===== config.mk =====
export PLATFORM = sky130hd
export DESIGN_NAME = exu_muldiv_top
export DESIGN_NICKNAME = d
export VERILOG_FILES = /design/src/design/rv_isa_pkg.sv /design/src/design/exu_pkg.sv /design/src/design/exu_div_ctrl.sv /design/src/design/div_core.sv /design/src/design/exu_mul.sv /design/src/design/exu_md_merge.sv /design/src/design/exu_muldiv_top.sv
export SDC_FILE = /design/constraint.sdc
export NUM_CORES = 2
export LEC_CHECK = 0
export BUFFER_PORTS_ARGS = -buffer_cell sky130_fd_sc_hd__buf_2
export CAP_MARGIN = 20
export CORE_UTILIZATION = 60
export DETAILED_ROUTE_END_ITERATION = 8
export GPL_TIMING_DRIVEN = 0
export PLACE_DENSITY = 0.76
export SETUP_SLACK_MARGIN = 0.02
export SLEW_MARGIN = 20
export SYNTH_ARGS = -nofsm -noshare
export SYNTH_HDL_FRONTEND = slang
export SYNTH_SLANG_ARGS = --single-unit

===== constraint.sdc =====
create_clock -name clk -period 15.9 [get_ports clk]
set_clock_uncertainty 0.2 [all_clocks]
set_input_delay 4.77 -clock clk [delete_from_list [all_inputs] [get_ports clk]]
set_output_delay 4.77 -clock clk [all_outputs]
set_load 0.01 [all_outputs]

===== src/design/rv_isa_pkg.sv =====
// rv32 opcode, funct3 and funct7 codes for the m extension, r-type instruction layout
package rv_isa_pkg;

    // major opcode shared by all register-register alu ops
    localparam logic [6:0] OPC_OP    = 7'b0110011;

    // funct7 value that selects the m extension
    localparam logic [6:0] F7_MULDIV = 7'b0000001;

    // multiply group, funct3[2] low
    // low word of product
    localparam logic [2:0] F3_MUL    = 3'b000;
    // high word, signed x signed
    localparam logic [2:0] F3_MULH   = 3'b001;
    // high word, signed x unsigned
    localparam logic [2:0] F3_MULHSU = 3'b010;
    // high word, unsigned x unsigned
    localparam logic [2:0] F3_MULHU  = 3'b011;

    // divide group, funct3[2] high
    // signed quotient
    localparam logic [2:0] F3_DIV    = 3'b100;
    // unsigned quotient
    localparam logic [2:0] F3_DIVU   = 3'b101;
    // signed remainder
    localparam logic [2:0] F3_REM    = 3'b110;
    // unsigned remainder
    localparam logic [2:0] F3_REMU   = 3'b111;

    // r-type word, msb first
    // bits 31:25
    // bits 24:20
    // bits 19:15
    // bits 14:12
    // bits 11:7
    // bits 6:0
    typedef struct packed {
        logic [6:0] funct7;
        logic [4:0] rs2;
        logic [4:0] rs1;
        logic [2:0] funct3;
        logic [4:0] rd;
        logic [6:0] opcode;
    } rtype_t;

endpackage


===== src/design/exu_pkg.sv =====
// execute stage structs: divider request and result, jump request, register writeback
package exu_pkg;

    // request into the divider
    // start is a one-cycle strobe, sampled only while idle
    // op carries funct3 of the divide instruction
    // rd is kept by the divider until the result is out
    typedef struct packed {
        logic        start;
        logic [31:0] dividend;
        logic [31:0] divisor;
        logic [2:0]  op;
        logic [4:0]  rd;
    } div_req_t;

    // divider status and result
    // ready pulses one cycle with a valid result
    // busy high while iterating, low again in the ready cycle
    // rd echoes the destination captured at start
    typedef struct packed {
        logic        ready;
        logic        busy;
        logic [31:0] result;
        logic [4:0]  rd;
    } div_res_t;

    // redirect to the front end
    // flag is a level for one cycle, addr valid only with flag
    typedef struct packed {
        logic        flag;
        logic [31:0] addr;
    } jump_t;

    // one register file write port
    // we qualifies waddr and wdata
    typedef struct packed {
        logic        we;
        logic [4:0]  waddr;
        logic [31:0] wdata;
    } wb_t;

endpackage


===== src/design/exu_div_ctrl.sv =====
// division control: decode, divider start, hold and jump, divide result writeback
`timescale 1ns/100ps

module exu_div_ctrl (
    input  rv_isa_pkg::rtype_t inst_i,
    input  logic [31:0]        rs1_data_i,
    input  logic [31:0]        rs2_data_i,
    input  logic [31:0]        jump_base_i,
    input  logic [31:0]        jump_offset_i,
    input  logic               int_assert_i,
    input  exu_pkg::div_res_t  div_res_i,
    output exu_pkg::div_req_t  div_req_o,
    output logic               hold_o,
    output exu_pkg::jump_t     jump_o,
    output exu_pkg::wb_t       wb_o
);
    import rv_isa_pkg::*;

    // instruction is one of div, divu, rem, remu
    logic        is_div;
    // division actually issued this cycle
    logic        issue;
    // redirect target
    logic [31:0] jump_target;

    assign jump_target = jump_base_i + jump_offset_i;

    // decode of the divide group
    always_comb begin
        is_div = 1'b0;
        if ((inst_i.opcode == OPC_OP) && (inst_i.funct7 == F7_MULDIV)) begin
            case (inst_i.funct3)
                F3_DIV, F3_DIVU, F3_REM, F3_REMU: begin
                    is_div = 1'b1;
                end
                default: begin
                    is_div = 1'b0;
                end
            endcase
        end
    end

    // pending interrupt wins over a new division
    // divider must be idle to take a start
    assign issue = is_div && !int_assert_i && !div_res_i.busy;

    // request towards the divider
    always_comb begin
        div_req_o.start    = issue;
        div_req_o.dividend = rs1_data_i;
        div_req_o.divisor  = rs2_data_i;
        div_req_o.op       = inst_i.funct3;
        div_req_o.rd       = inst_i.rd;
    end

    // stall for the issue cycle and the whole iteration
    // released in the ready cycle, busy is already low there
    assign hold_o = issue || div_res_i.busy;

    // front end refetches once the division is under way
    always_comb begin
        jump_o.flag = issue;
        if (issue) begin
            jump_o.addr = jump_target;
        end else begin
            jump_o.addr = '0;
        end
    end

    // result goes out independent of the current instruction
    // so a divide in the ready cycle does not drop the old result
    always_comb begin
        wb_o.we    = div_res_i.ready;
        wb_o.waddr = '0;
        wb_o.wdata = '0;
        if (div_res_i.ready) begin
            // rd comes from the divider, not from inst_i
            wb_o.waddr = div_res_i.rd;
            wb_o.wdata = div_res_i.result;
        end
    end

endmodule


===== src/design/div_core.sv =====
// iterative restoring radix-2 divider, signed and unsigned, risc-v corner cases
`timescale 1ns/100ps

module div_core (
    input  logic              clk,
    input  logic              reset_i,
    input  exu_pkg::div_req_t req_i,
    output exu_pkg::div_res_t res_o
);
    import rv_isa_pkg::*;

    // control state
    logic        busy_q;
    logic        ready_q;
    logic [4:0]  cnt_q;

    // datapath state
    // partial remainder
    logic [31:0] rem_q;
    // dividend bits shifting out, quotient bits shifting in
    logic [31:0] quo_q;
    // divisor magnitude
    logic [31:0] dsr_q;
    logic [31:0] result_q;
    logic [2:0]  op_q;
    logic [4:0]  rd_q;
    logic        neg_quo_q;
    logic        neg_rem_q;

    // start side decode
    logic        accept;
    logic        op_signed;
    logic        op_rem;
    logic        dvd_neg;
    logic        dsr_neg;
    logic [31:0] dvd_abs;
    logic [31:0] dsr_abs;
    logic        div_zero;
    logic        overflow;
    logic [31:0] special_res;

    // one iteration step
    logic [32:0] rem_shift;
    logic [32:0] diff;
    logic        take;
    logic [31:0] rem_next;
    logic [31:0] quo_next;
    logic [31:0] quo_final;
    logic [31:0] rem_final;
    logic        op_rem_q;
    logic        last;

    assign accept    = req_i.start && !busy_q;
    assign op_signed = (req_i.op == F3_DIV) || (req_i.op == F3_REM);
    assign op_rem    = (req_i.op == F3_REM) || (req_i.op == F3_REMU);
    assign dvd_neg   = op_signed && req_i.dividend[31];
    assign dsr_neg   = op_signed && req_i.divisor[31];
    assign dvd_abs   = dvd_neg ? -req_i.dividend : req_i.dividend;
    assign dsr_abs   = dsr_neg ? -req_i.divisor : req_i.divisor;

    // x / 0 and min / -1 finish on the next cycle
    assign div_zero  = (req_i.divisor == 32'h0000_0000);
    assign overflow  = op_signed && (req_i.dividend == 32'h8000_0000) &&
                       (req_i.divisor == 32'hffff_ffff);

    // div by zero: q = all ones, r = dividend
    // overflow: q = dividend, r = 0
    always_comb begin
        if (div_zero) begin
            special_res = op_rem ? req_i.dividend : 32'hffff_ffff;
        end else begin
            special_res = op_rem ? 32'h0000_0000 : req_i.dividend;
        end
    end

    // shift in next dividend bit, trial subtract
    assign rem_shift = {rem_q, quo_q[31]};
    assign diff      = rem_shift - {1'b0, dsr_q};
    // no borrow means divisor fits
    assign take      = !diff[32];
    assign rem_next  = take ? diff[31:0] : rem_shift[31:0];
    assign quo_next  = {quo_q[30:0], take};

    // sign fix, remainder follows the dividend
    assign quo_final = neg_quo_q ? -quo_next : quo_next;
    assign rem_final = neg_rem_q ? -rem_next : rem_next;
    assign op_rem_q  = (op_q == F3_REM) || (op_q == F3_REMU);
    assign last      = (cnt_q == 5'd31);

    always_ff @(posedge clk) begin
        if (reset_i) begin
            busy_q  <= 1'b0;
            ready_q <= 1'b0;
            cnt_q   <= '0;
        end else begin
            ready_q <= 1'b0;
            if (busy_q) begin
                cnt_q <= cnt_q + 5'd1;
                // 32nd step, busy drops as ready rises
                if (last) begin
                    busy_q  <= 1'b0;
                    ready_q <= 1'b1;
                end
            end else if (accept) begin
                cnt_q <= '0;
                if (div_zero || overflow) begin
                    ready_q <= 1'b1;
                end else begin
                    busy_q <= 1'b1;
                end
            end
        end
    end

    always_ff @(posedge clk) begin
        if (busy_q) begin
            rem_q <= rem_next;
            quo_q <= quo_next;
            if (last) begin
                result_q <= op_rem_q ? rem_final : quo_final;
            end
        end else if (accept) begin
            rem_q     <= '0;
            quo_q     <= dvd_abs;
            dsr_q     <= dsr_abs;
            op_q      <= req_i.op;
            rd_q      <= req_i.rd;
            neg_quo_q <= dvd_neg ^ dsr_neg;
            neg_rem_q <= dvd_neg;
            // only seen when the early path fires
            result_q  <= special_res;
        end
    end

    assign res_o.ready  = ready_q;
    assign res_o.busy   = busy_q;
    assign res_o.result = result_q;
    assign res_o.rd     = rd_q;

endmodule


===== src/design/exu_mul.sv =====
// two-stage pipelined multiplier for mul, mulh, mulhsu, mulhu
`timescale 1ns/100ps

module exu_mul (
    input  logic               clk,
    input  logic               reset_i,
    input  rv_isa_pkg::rtype_t inst_i,
    input  logic [31:0]        rs1_data_i,
    input  logic [31:0]        rs2_data_i,
    input  logic               int_assert_i,
    output exu_pkg::wb_t       wb_o
);
    import rv_isa_pkg::*;

    // decode
    logic               is_mul;
    logic               a_signed;
    logic               b_signed;
    // 33-bit operands cover every signedness mix
    logic signed [32:0] a_ext;
    logic signed [32:0] b_ext;
    logic signed [65:0] prod;

    // stage 1
    logic               v1_q;
    logic [4:0]         rd1_q;
    logic               hi1_q;
    logic [65:0]        prod1_q;

    // stage 2
    logic               v2_q;
    logic [4:0]         rd2_q;
    logic [31:0]        data2_q;

    always_comb begin
        is_mul   = 1'b0;
        a_signed = 1'b0;
        b_signed = 1'b0;
        // interrupt blocks new multiplies too
        if ((inst_i.opcode == OPC_OP) && (inst_i.funct7 == F7_MULDIV) && !int_assert_i) begin
            case (inst_i.funct3)
                F3_MUL, F3_MULHU: begin
                    is_mul = 1'b1;
                end
                F3_MULH: begin
                    is_mul   = 1'b1;
                    a_signed = 1'b1;
                    b_signed = 1'b1;
                end
                F3_MULHSU: begin
                    is_mul   = 1'b1;
                    a_signed = 1'b1;
                end
                default: begin
                    is_mul = 1'b0;
                end
            endcase
        end
    end

    assign a_ext = {a_signed & rs1_data_i[31], rs1_data_i};
    assign b_ext = {b_signed & rs2_data_i[31], rs2_data_i};
    assign prod  = a_ext * b_ext;

    always_ff @(posedge clk) begin
        if (reset_i) begin
            v1_q <= 1'b0;
            v2_q <= 1'b0;
        end else begin
            v1_q <= is_mul;
            v2_q <= v1_q;
        end
    end

    always_ff @(posedge clk) begin
        rd1_q   <= inst_i.rd;
        // every code but mul wants the upper word
        hi1_q   <= (inst_i.funct3 != F3_MUL);
        prod1_q <= prod;
        rd2_q   <= rd1_q;
        data2_q <= hi1_q ? prod1_q[63:32] : prod1_q[31:0];
    end

    assign wb_o.we    = v2_q;
    assign wb_o.waddr = rd2_q;
    assign wb_o.wdata = data2_q;

endmodule


===== src/design/exu_md_merge.sv =====
// multiply/divide writeback merge into one registered write port, pipeline hold
`timescale 1ns/100ps

module exu_md_merge (
    input  logic         clk,
    input  logic         reset_i,
    input  exu_pkg::wb_t mul_wb_i,
    input  exu_pkg::wb_t div_wb_i,
    input  logic         div_hold_i,
    output exu_pkg::wb_t wb_o,
    output logic         hold_o
);
    import exu_pkg::*;

    // winner of this cycle
    wb_t         sel_wb;
    // write port register
    logic        we_q;
    logic [4:0]  waddr_q;
    logic [31:0] wdata_q;

    // divide first, multiply otherwise
    // both at once should not happen, but divide is safer to keep
    always_comb begin
        if (div_wb_i.we) begin
            sel_wb = div_wb_i;
        end else begin
            sel_wb = mul_wb_i;
        end
    end

    always_ff @(posedge clk) begin
        if (reset_i) begin
            we_q <= 1'b0;
        end else begin
            // x0 is hardwired zero, never written
            we_q <= sel_wb.we && (sel_wb.waddr != 5'd0);
        end
    end

    always_ff @(posedge clk) begin
        waddr_q <= sel_wb.waddr;
        wdata_q <= sel_wb.wdata;
    end

    assign wb_o.we    = we_q;
    assign wb_o.waddr = waddr_q;
    assign wb_o.wdata = wdata_q;

    // only the divider stalls, same cycle
    assign hold_o = div_hold_i;

endmodule


===== src/design/exu_muldiv_top.sv =====
// m extension execute block: division control, divider, multiplier, writeback merge
`timescale 1ns/100ps

module exu_muldiv_top (
    input  logic               clk,
    input  logic               reset_i,
    input  rv_isa_pkg::rtype_t inst_i,
    input  logic [31:0]        rs1_data_i,
    input  logic [31:0]        rs2_data_i,
    input  logic [31:0]        jump_base_i,
    input  logic [31:0]        jump_offset_i,
    input  logic               int_assert_i,
    output logic               hold_o,
    output exu_pkg::jump_t     jump_o,
    output exu_pkg::wb_t       wb_o
);
    import exu_pkg::*;

    // control to divider
    div_req_t div_req;
    // divider back to control
    div_res_t div_res;
    // writebacks into the merge
    wb_t      div_wb;
    wb_t      mul_wb;
    logic     div_hold;

    exu_div_ctrl div_ctrl0 (
        .inst_i        (inst_i),
        .rs1_data_i    (rs1_data_i),
        .rs2_data_i    (rs2_data_i),
        .jump_base_i   (jump_base_i),
        .jump_offset_i (jump_offset_i),
        .int_assert_i  (int_assert_i),
        .div_res_i     (div_res),
        .div_req_o     (div_req),
        .hold_o        (div_hold),
        .jump_o        (jump_o),
        .wb_o          (div_wb)
    );

    div_core div0 (
        .clk     (clk),
        .reset_i (reset_i),
        .req_i   (div_req),
        .res_o   (div_res)
    );

    exu_mul mul0 (
        .clk          (clk),
        .reset_i      (reset_i),
        .inst_i       (inst_i),
        .rs1_data_i   (rs1_data_i),
        .rs2_data_i   (rs2_data_i),
        .int_assert_i (int_assert_i),
        .wb_o         (mul_wb)
    );

    exu_md_merge merge0 (
        .clk        (clk),
        .reset_i    (reset_i),
        .mul_wb_i   (mul_wb),
        .div_wb_i   (div_wb),
        .div_hold_i (div_hold),
        .wb_o       (wb_o),
        .hold_o     (hold_o)
    );

endmodule


# After elaboration in Yosys (flattened, before gate mapping)
# Cells that the tools add are included.
[totals]
register_bits = 292
out_inout_bits = 72
wordCells = 114
[op_classes]
add_sub_neg = 7
n_mul = 1
n_eq_ne = 15
mux = 36
n_bitwise = 5
n_reduce_logical = 29
[ops]
columns = ["op", "count"]
rows = [
  ["32-bit 2-to-1 mux", 18],
  ["32-bit negation", 4],
  ["32-bit equality test (second input constant)", 2],
  ["33-bit by 33-bit multiplier with 64-bit output", 1],
  ["38-bit 2-to-1 mux", 1],
  ["33-bit by 32-bit subtractor with 33-bit output", 1],
  ["32-bit adder", 1],
  ["32-bit zero test", 1],
  ["3-bit equality test (second input constant)", 6],
  ["1-bit 2-to-1 mux", 15],
  ["1-bit logical AND", 10],
  ["5-bit 2-to-1 mux", 2],
  ["4-bit OR reduction", 2],
  ["7-bit by 1-bit equality test with 1-bit output (second input constant)", 1],
  ["7-bit by 6-bit equality test with 1-bit output (second input constant)", 1],
  ["3-bit by 2-bit equality test with 1-bit output (second input constant)", 2],
  ["5-bit by 1-bit adder with 5-bit output (second input constant)", 1],
  ["5-bit equality test (second input constant)", 1],
  ["1-bit logical OR", 5],
  ["5-bit nonzero test", 1],
  ["2-bit AND reduction", 2],
  ["2-bit OR reduction", 2],
  ["3-bit by 1-bit equality test with 1-bit output (second input constant)", 1],
  ["1-bit zero test", 3],
  ["other kinds (7)", 9],
]

# Longest topological paths before layout
[depth]
depth_word = 9
ltp_mapped = 36
ltp_nobuf = 33

# Modules after synthesis
# From an unflattened synthesis, not the netlist that was laid out.
[unflattened]
hier_cells = 6211
area_unflattened_um2 = 56296.5
[modules_own_cells]
columns = ["mod", "instances", "cells_each", "area_each_um2", "seq_area_each_um2"]
rows = [
  ["exu_mul", 1, 4370, 40615.2, 2182.1],
  ["div_core", 1, 1352, 11651.2, 4254.1],
  ["exu_div_ctrl", 1, 403, 2746.4, 0.0],
  ["exu_md_merge", 1, 86, 1283.7, 760.7],
]

# Worst setup path before layout
# No wires, ideal clock.
[synth_path]
path_type = "input -> register"
start = "in inst_i[29] in the netlist's numbering"
end = "reg mul0.prod1_q[63]"
setup_time_ps = 126
arrival_time_ps = 13018
slack_ps = 2556
stages = 34
n_path_buf = 3
cell_sequence = "nor4bb_1 nand4_1 nor2_1 and3_1 clkbuf_1 clkbuf_1 nand2_1 inv_1 fa_1 fa_1 fa_1 inv_1 fa_1 inv_1 fa_1 fa_1 inv_1 fa_1 fa_1 inv_1 ha_1 clkbuf_1 nand3_1 nor2_1 nand2_1 o2bb2a_1 o21a_1 a31oi_1 nand3_1 a21oi_1 o21ba_2 o21ai_0 a21oi_1 a31oi_1"
[synth_between]
elab_chain_len = 6
elab_cells_between_ends = 8
cone_classes = "mul: 1; eq/ne: 1; mux: 2; bitwise: 2; reduce/logical: 2"
[synth_lines]
columns = ["item", "line", "text"]
rows = [
  ["start: declaration", "exu_muldiv_top.sv:7", "input rv_isa_pkg::rtype_t inst_i,"],
  ["7-bit by 1-bit equality test with 1-bit output (*)", "exu_mul.sv:40", "if ((inst_i.opcode == OPC_OP) && (inst_i.funct7 == F7_MULDIV) && !int_assert_i) begin"],
  ["1-bit logical AND (*) (2 in series)", "exu_mul.sv:40", ""],
  ["1-bit 2-to-1 mux", "exu_mul.sv:40", ""],
  ["1-bit AND (on tied branches)", "exu_mul.sv:61, exu_mul.sv:62", ""],
  ["33-bit by 33-bit multiplier with 64-bit output (*)", "exu_mul.sv:63", "assign prod = a_ext * b_ext;"],
  ["named net mul0.prod[63]", "exu_mul.sv:22", "logic signed [65:0] prod;"],
  ["end signal: assignment", "exu_mul.sv:79", "prod1_q <= prod;"],
  ["end: declaration", "exu_mul.sv:28", "logic [65:0] prod1_q;"],
]
# Mark *: on every way through the listed nets, which the timed path passes. The rest lies on a longest branch.
# A chain may end at the register's enable or synchronous reset.

# Worst setup path in the final report
# Ends and elaborated chain as after synthesis.

==> results by group <==
Outcome
  – Run status: finished clean

Logic synthesis
  – Leading area contributor after synthesis: sky130_fd_sc_hd__fa_1
  – Number of enable-type register cells in the synthesized netlist: 137
  – Synth area leaders: sky130_fd_sc_hd__fa_1 42%, sky130_fd_sc_hd__inv_1 8.3%, sky130_fd_sc_hd__edfxtp_1 7.6%, sky130_fd_sc_hd__ha_1 6.5%, sky130_fd_sc_hd__nand2_1 6.4%
  – Prevailing post-synth register cell: sky130_fd_sc_hd__dfxtp_1
  – Post-synthesis area per instance: 9.18 um2
  – Compound-Gate Fraction of Synth Area: 7.39%
  – Post-synthesis adder-cell area fraction: 48.1%
  – Most numerous cell types in the synthesized netlist: 1196 x sky130_fd_sc_hd__inv_1, 1127 x sky130_fd_sc_hd__fa_1, 919 x sky130_fd_sc_hd__nand2_1, 316 x sky130_fd_sc_hd__and2_1, 282 x sky130_fd_sc_hd__ha_1
  – Most common cell in the synthesized netlist: sky130_fd_sc_hd__inv_1
  – Post-synthesis cell count: 5910
  – Nets in the synthesized netlist: 7482
  – Post-synthesis share of cell area spent on xor and xnor gates: 3.91%
  – Area share of and/or/nand/nor cells after synthesis: 14.7%
  – Ys Warns: 0
  – Share of synthesized area spent on multiplexers: 1.91%
  – Number of library cell types mapped by synthesis: 99
  – Main combinational cell family by area after synthesis: adder cells
  – Post-synth design cell area: 54300 um2
  – Ys async rst share: 0%
  – FF+latch count, synth: 291
  – Sequential area share after synthesis: 13.3%
  – Fraction of post-synthesis cell area in the top cell type by area: 41.6%

STA
  – Hold Slack: 0.126 ns
  – Share of the clock period used by the worst path: 96.0%
  – Fmax: 65.5 MHz
  – Number of pins with negative max-slew slack in the final report: 0
  – Worst-Margin Slew: 1.31 ns
  – Setup repair after global routing missed its margin: no
  – Final Hold Fails: 0
  – Final critical path time including I/O delays and setup: 15.27 ns
  – Worst slew margin: 12.7%
  – Setup-failing EPs final: 0

Clock tree
  – Postcts setup bufs: 0
  – Maximum level of the CTS H-tree: 1
  – Root buffer cell: sky130_fd_sc_hd__clkbuf_16
  – Number of clock sinks: 291
  – CTS clock-pin slew for the worst setup and hold paths: 0.06 ns
  – Worst-skew pair later-pin latency: 0.59 ns
  – Buffers from clock root to sink, at most: 3
  – Inserted Clock Buffers: 30
  – CTS tree: built
  – Total of hold buffers inserted after clock tree synthesis: 0

Die
  – Initial Util: 61.0%
  – Area enclosed by the die boundary: 91600 um2
  – Core Box Area: 88900 um2
  – Die span in x: 303 um
  – Top Ports: 235
  – Count of standard-cell rows: 109
  – Y dimension of the die: 303 um

Worst hold path
  – Hold Path Class: reg -> reg

Final layout
  – Post-route standard cell area excluding fillers: 57900 um2
  – Register Area: 7200 um2
  – Share of cells above drive strength 1: 6.60%
  – Area delta synth->final: 6.61%
  – Fin cells: 7344
  – Final-layout fill cell count: 7367
  – Final nets: 7703
  – Area used by multi-input combinational logic: 41200 um2

Global routing
  – Maximum number of pins on one net before global-route repair: 35
  – First-pass GRT wire length: 280 mm
  – Number of antenna violations at the first check in global routing: 18
  – Via count of the first global-routing pass: 43800
  – GRT Util Overall: 42.6%
  – Aggregate global routing overflow: 0

Setup path
  – Arrival @ worst endpoint: 15.56 ns
  – CP Launch Type: primary input
  – CP max-delay cell: sky130_fd_sc_hd__o311ai_1
  – Type of the worst setup path: in -> reg
  – Max incr delay on CP: 0.68 ns
  – CP delay by family, top: adder cells
  – Largest fanout on the critical path: 10
  – Required arrival time at the worst endpoint: 16.20 ns
  – Minimum setup slack among reg-to-reg paths: 10.02 ns
  – Sort of element at the end of the critical path: flop
  – Most Frequent Cell on Critical Path: sky130_fd_sc_hd__fa_1
  – Bufs and invs on worst path: 7

Route
  – Total via count after detailed routing: 44000
  – DRC errors left: 0
  – Number of iterations in the first detailed-routing pass: 7
  – Routed wire length on met2: 82.7 mm
  – Count of nets left with antenna violations after detail routing: 0
  – Drt total wl: 192 mm
  – DR iter-0 viols: 5162
  – Met1 Routed Length: 69.6 mm
  – WL/cell: 26.2 um
  – Max layer used: met5
  – Routed wire length on met3: 24.9 mm
  – Via-to-Cell Ratio: 5.99

Placed design
  – Port bufs: 183
  – Number of cells in the design after placement: 7263
  – Final Wtd Congestion: 1.05
  – DP HPWL: 159 mm
  – Placement-stage cell area: 56800 um2

Flow run
  – Reported max-cap violation count: 0
-- stage by stage --
stage	TNS, ns	worst slack (ns)	utilization (%)
2_1_floorplan	0	2.56	-
3_3_place_gp	-0.0666	-0.0666	63.7
3_5_place_dp	-0.154	-0.154	63.8
4_1_cts	0	0.448	65.0
5_1_grt	0	0.299	65.0
6_report	0	0.633	65.1
-- sequential cells by signal, summed over array words and instances (netlist names), 32 cells and up --
signal,count
div0.dsr_q,32
div0.quo_q,32
div0.rem_q,32
div0.result_q,32
merge0.wdata_q,32
mul0.data2_q,32
mul0.prod1_q,64
-- cell type report --
type / count / share of cell area (%)
well taps: 1165 / 2.52
repair buffers: 189 / 1.77
multi-input cells: 4078 / 71.3
diodes: 26 / 0.112
plain buffers: 343 / 2.37
clock inverters: 13 / 0.205
flip-flops and latches: 291 / 12.4
clock buffers: 41 / 1.53
inverters: 1198 / 7.78
-- cells by family (layout without fill, tap and decap cells) --
group,after synthesis,count (layout)
XOR/XNOR,240,240
AO/OA/AOI/OAI,626,626
other,0,26
multiplexers,94,94
adder cells (fa/ha/maj),1409,1409
flip-flops,291,291
buffers and inverters,1541,1784
AND/OR/NAND/NOR,1709,1709
-- timing repair --
item | 4_1_cts | 5_1_grt
endpoints found under the hold margin | 0 | 0
endpoints found under the setup margin | 0 | 2
gates resized for setup | 0 | 2
-- placed cells by master, fill, tap and decap left out, drive strengths merged, types with 23 or more instances in the layout --
cell	n
a21oi	156
buf	290
nand3	39
a21o	54
dfxtp	154
fa	1127
mux2	72
nor2	180
ha	282
diode	26
xor2	99
and2	316
edfxtp	137
o211ai	23
o21a	25
inv	1201
o31ai	24
nor2b	56
nand4	24
o21ai	202
nor3	50
xnor2	141
nand2	919
clkbuf	283
nor4	23
-- worst reg2reg max path: stages, from the launching register on --
cell and delay [ns]:
sky130_fd_sc_hd__edfxtp_1 0.44, sky130_fd_sc_hd__inv_1 0.10, sky130_fd_sc_hd__ha_1 0.18, sky130_fd_sc_hd__inv_1 0.06, sky130_fd_sc_hd__fa_1 0.46, sky130_fd_sc_hd__nand3_1 0.19
sky130_fd_sc_hd__a211oi_2 0.12, sky130_fd_sc_hd__o21a_2 0.26, sky130_fd_sc_hd__a21oi_4 0.27, sky130_fd_sc_hd__o21ba_4 0.22, sky130_fd_sc_hd__xnor2_4 0.14, sky130_fd_sc_hd__inv_4 0.20
sky130_fd_sc_hd__buf_2 0.31, sky130_fd_sc_hd__buf_1 0.55, sky130_fd_sc_hd__nor2_1 0.09, sky130_fd_sc_hd__a21oi_1 0.27, sky130_fd_sc_hd__ha_1 0.33, sky130_fd_sc_hd__a21boi_1 0.37
sky130_fd_sc_hd__nand3_1 0.18, sky130_fd_sc_hd__o21ai_0 0.26, sky130_fd_sc_hd__xnor2_1 0.22, sky130_fd_sc_hd__o221ai_1 0.18
-- routing by layer --
metal	GRT usage, %	up-vias
met4	26.5	18
met1	55.3	22000
li1	-	18500
met5	0	-
met2	63.5	2904
met3	12.0	620
-- final timing paths --
path                             to      startpoint  cells after the start
hold / removal        mul0.rd2_q[2]   mul0.rd1_q[2]                      0
hold reg to reg       mul0.rd2_q[2]   mul0.rd1_q[2]                      0
setup reg to reg  div0.result_q[28]  div0.quo_q[31]                     21
setup / recovery   mul0.prod1_q[63]      inst_i[29]                     33
Power is left out: the tool's default activity adds up to more than one toggle a clock period on the data nets, which glitch-free logic cannot reach.
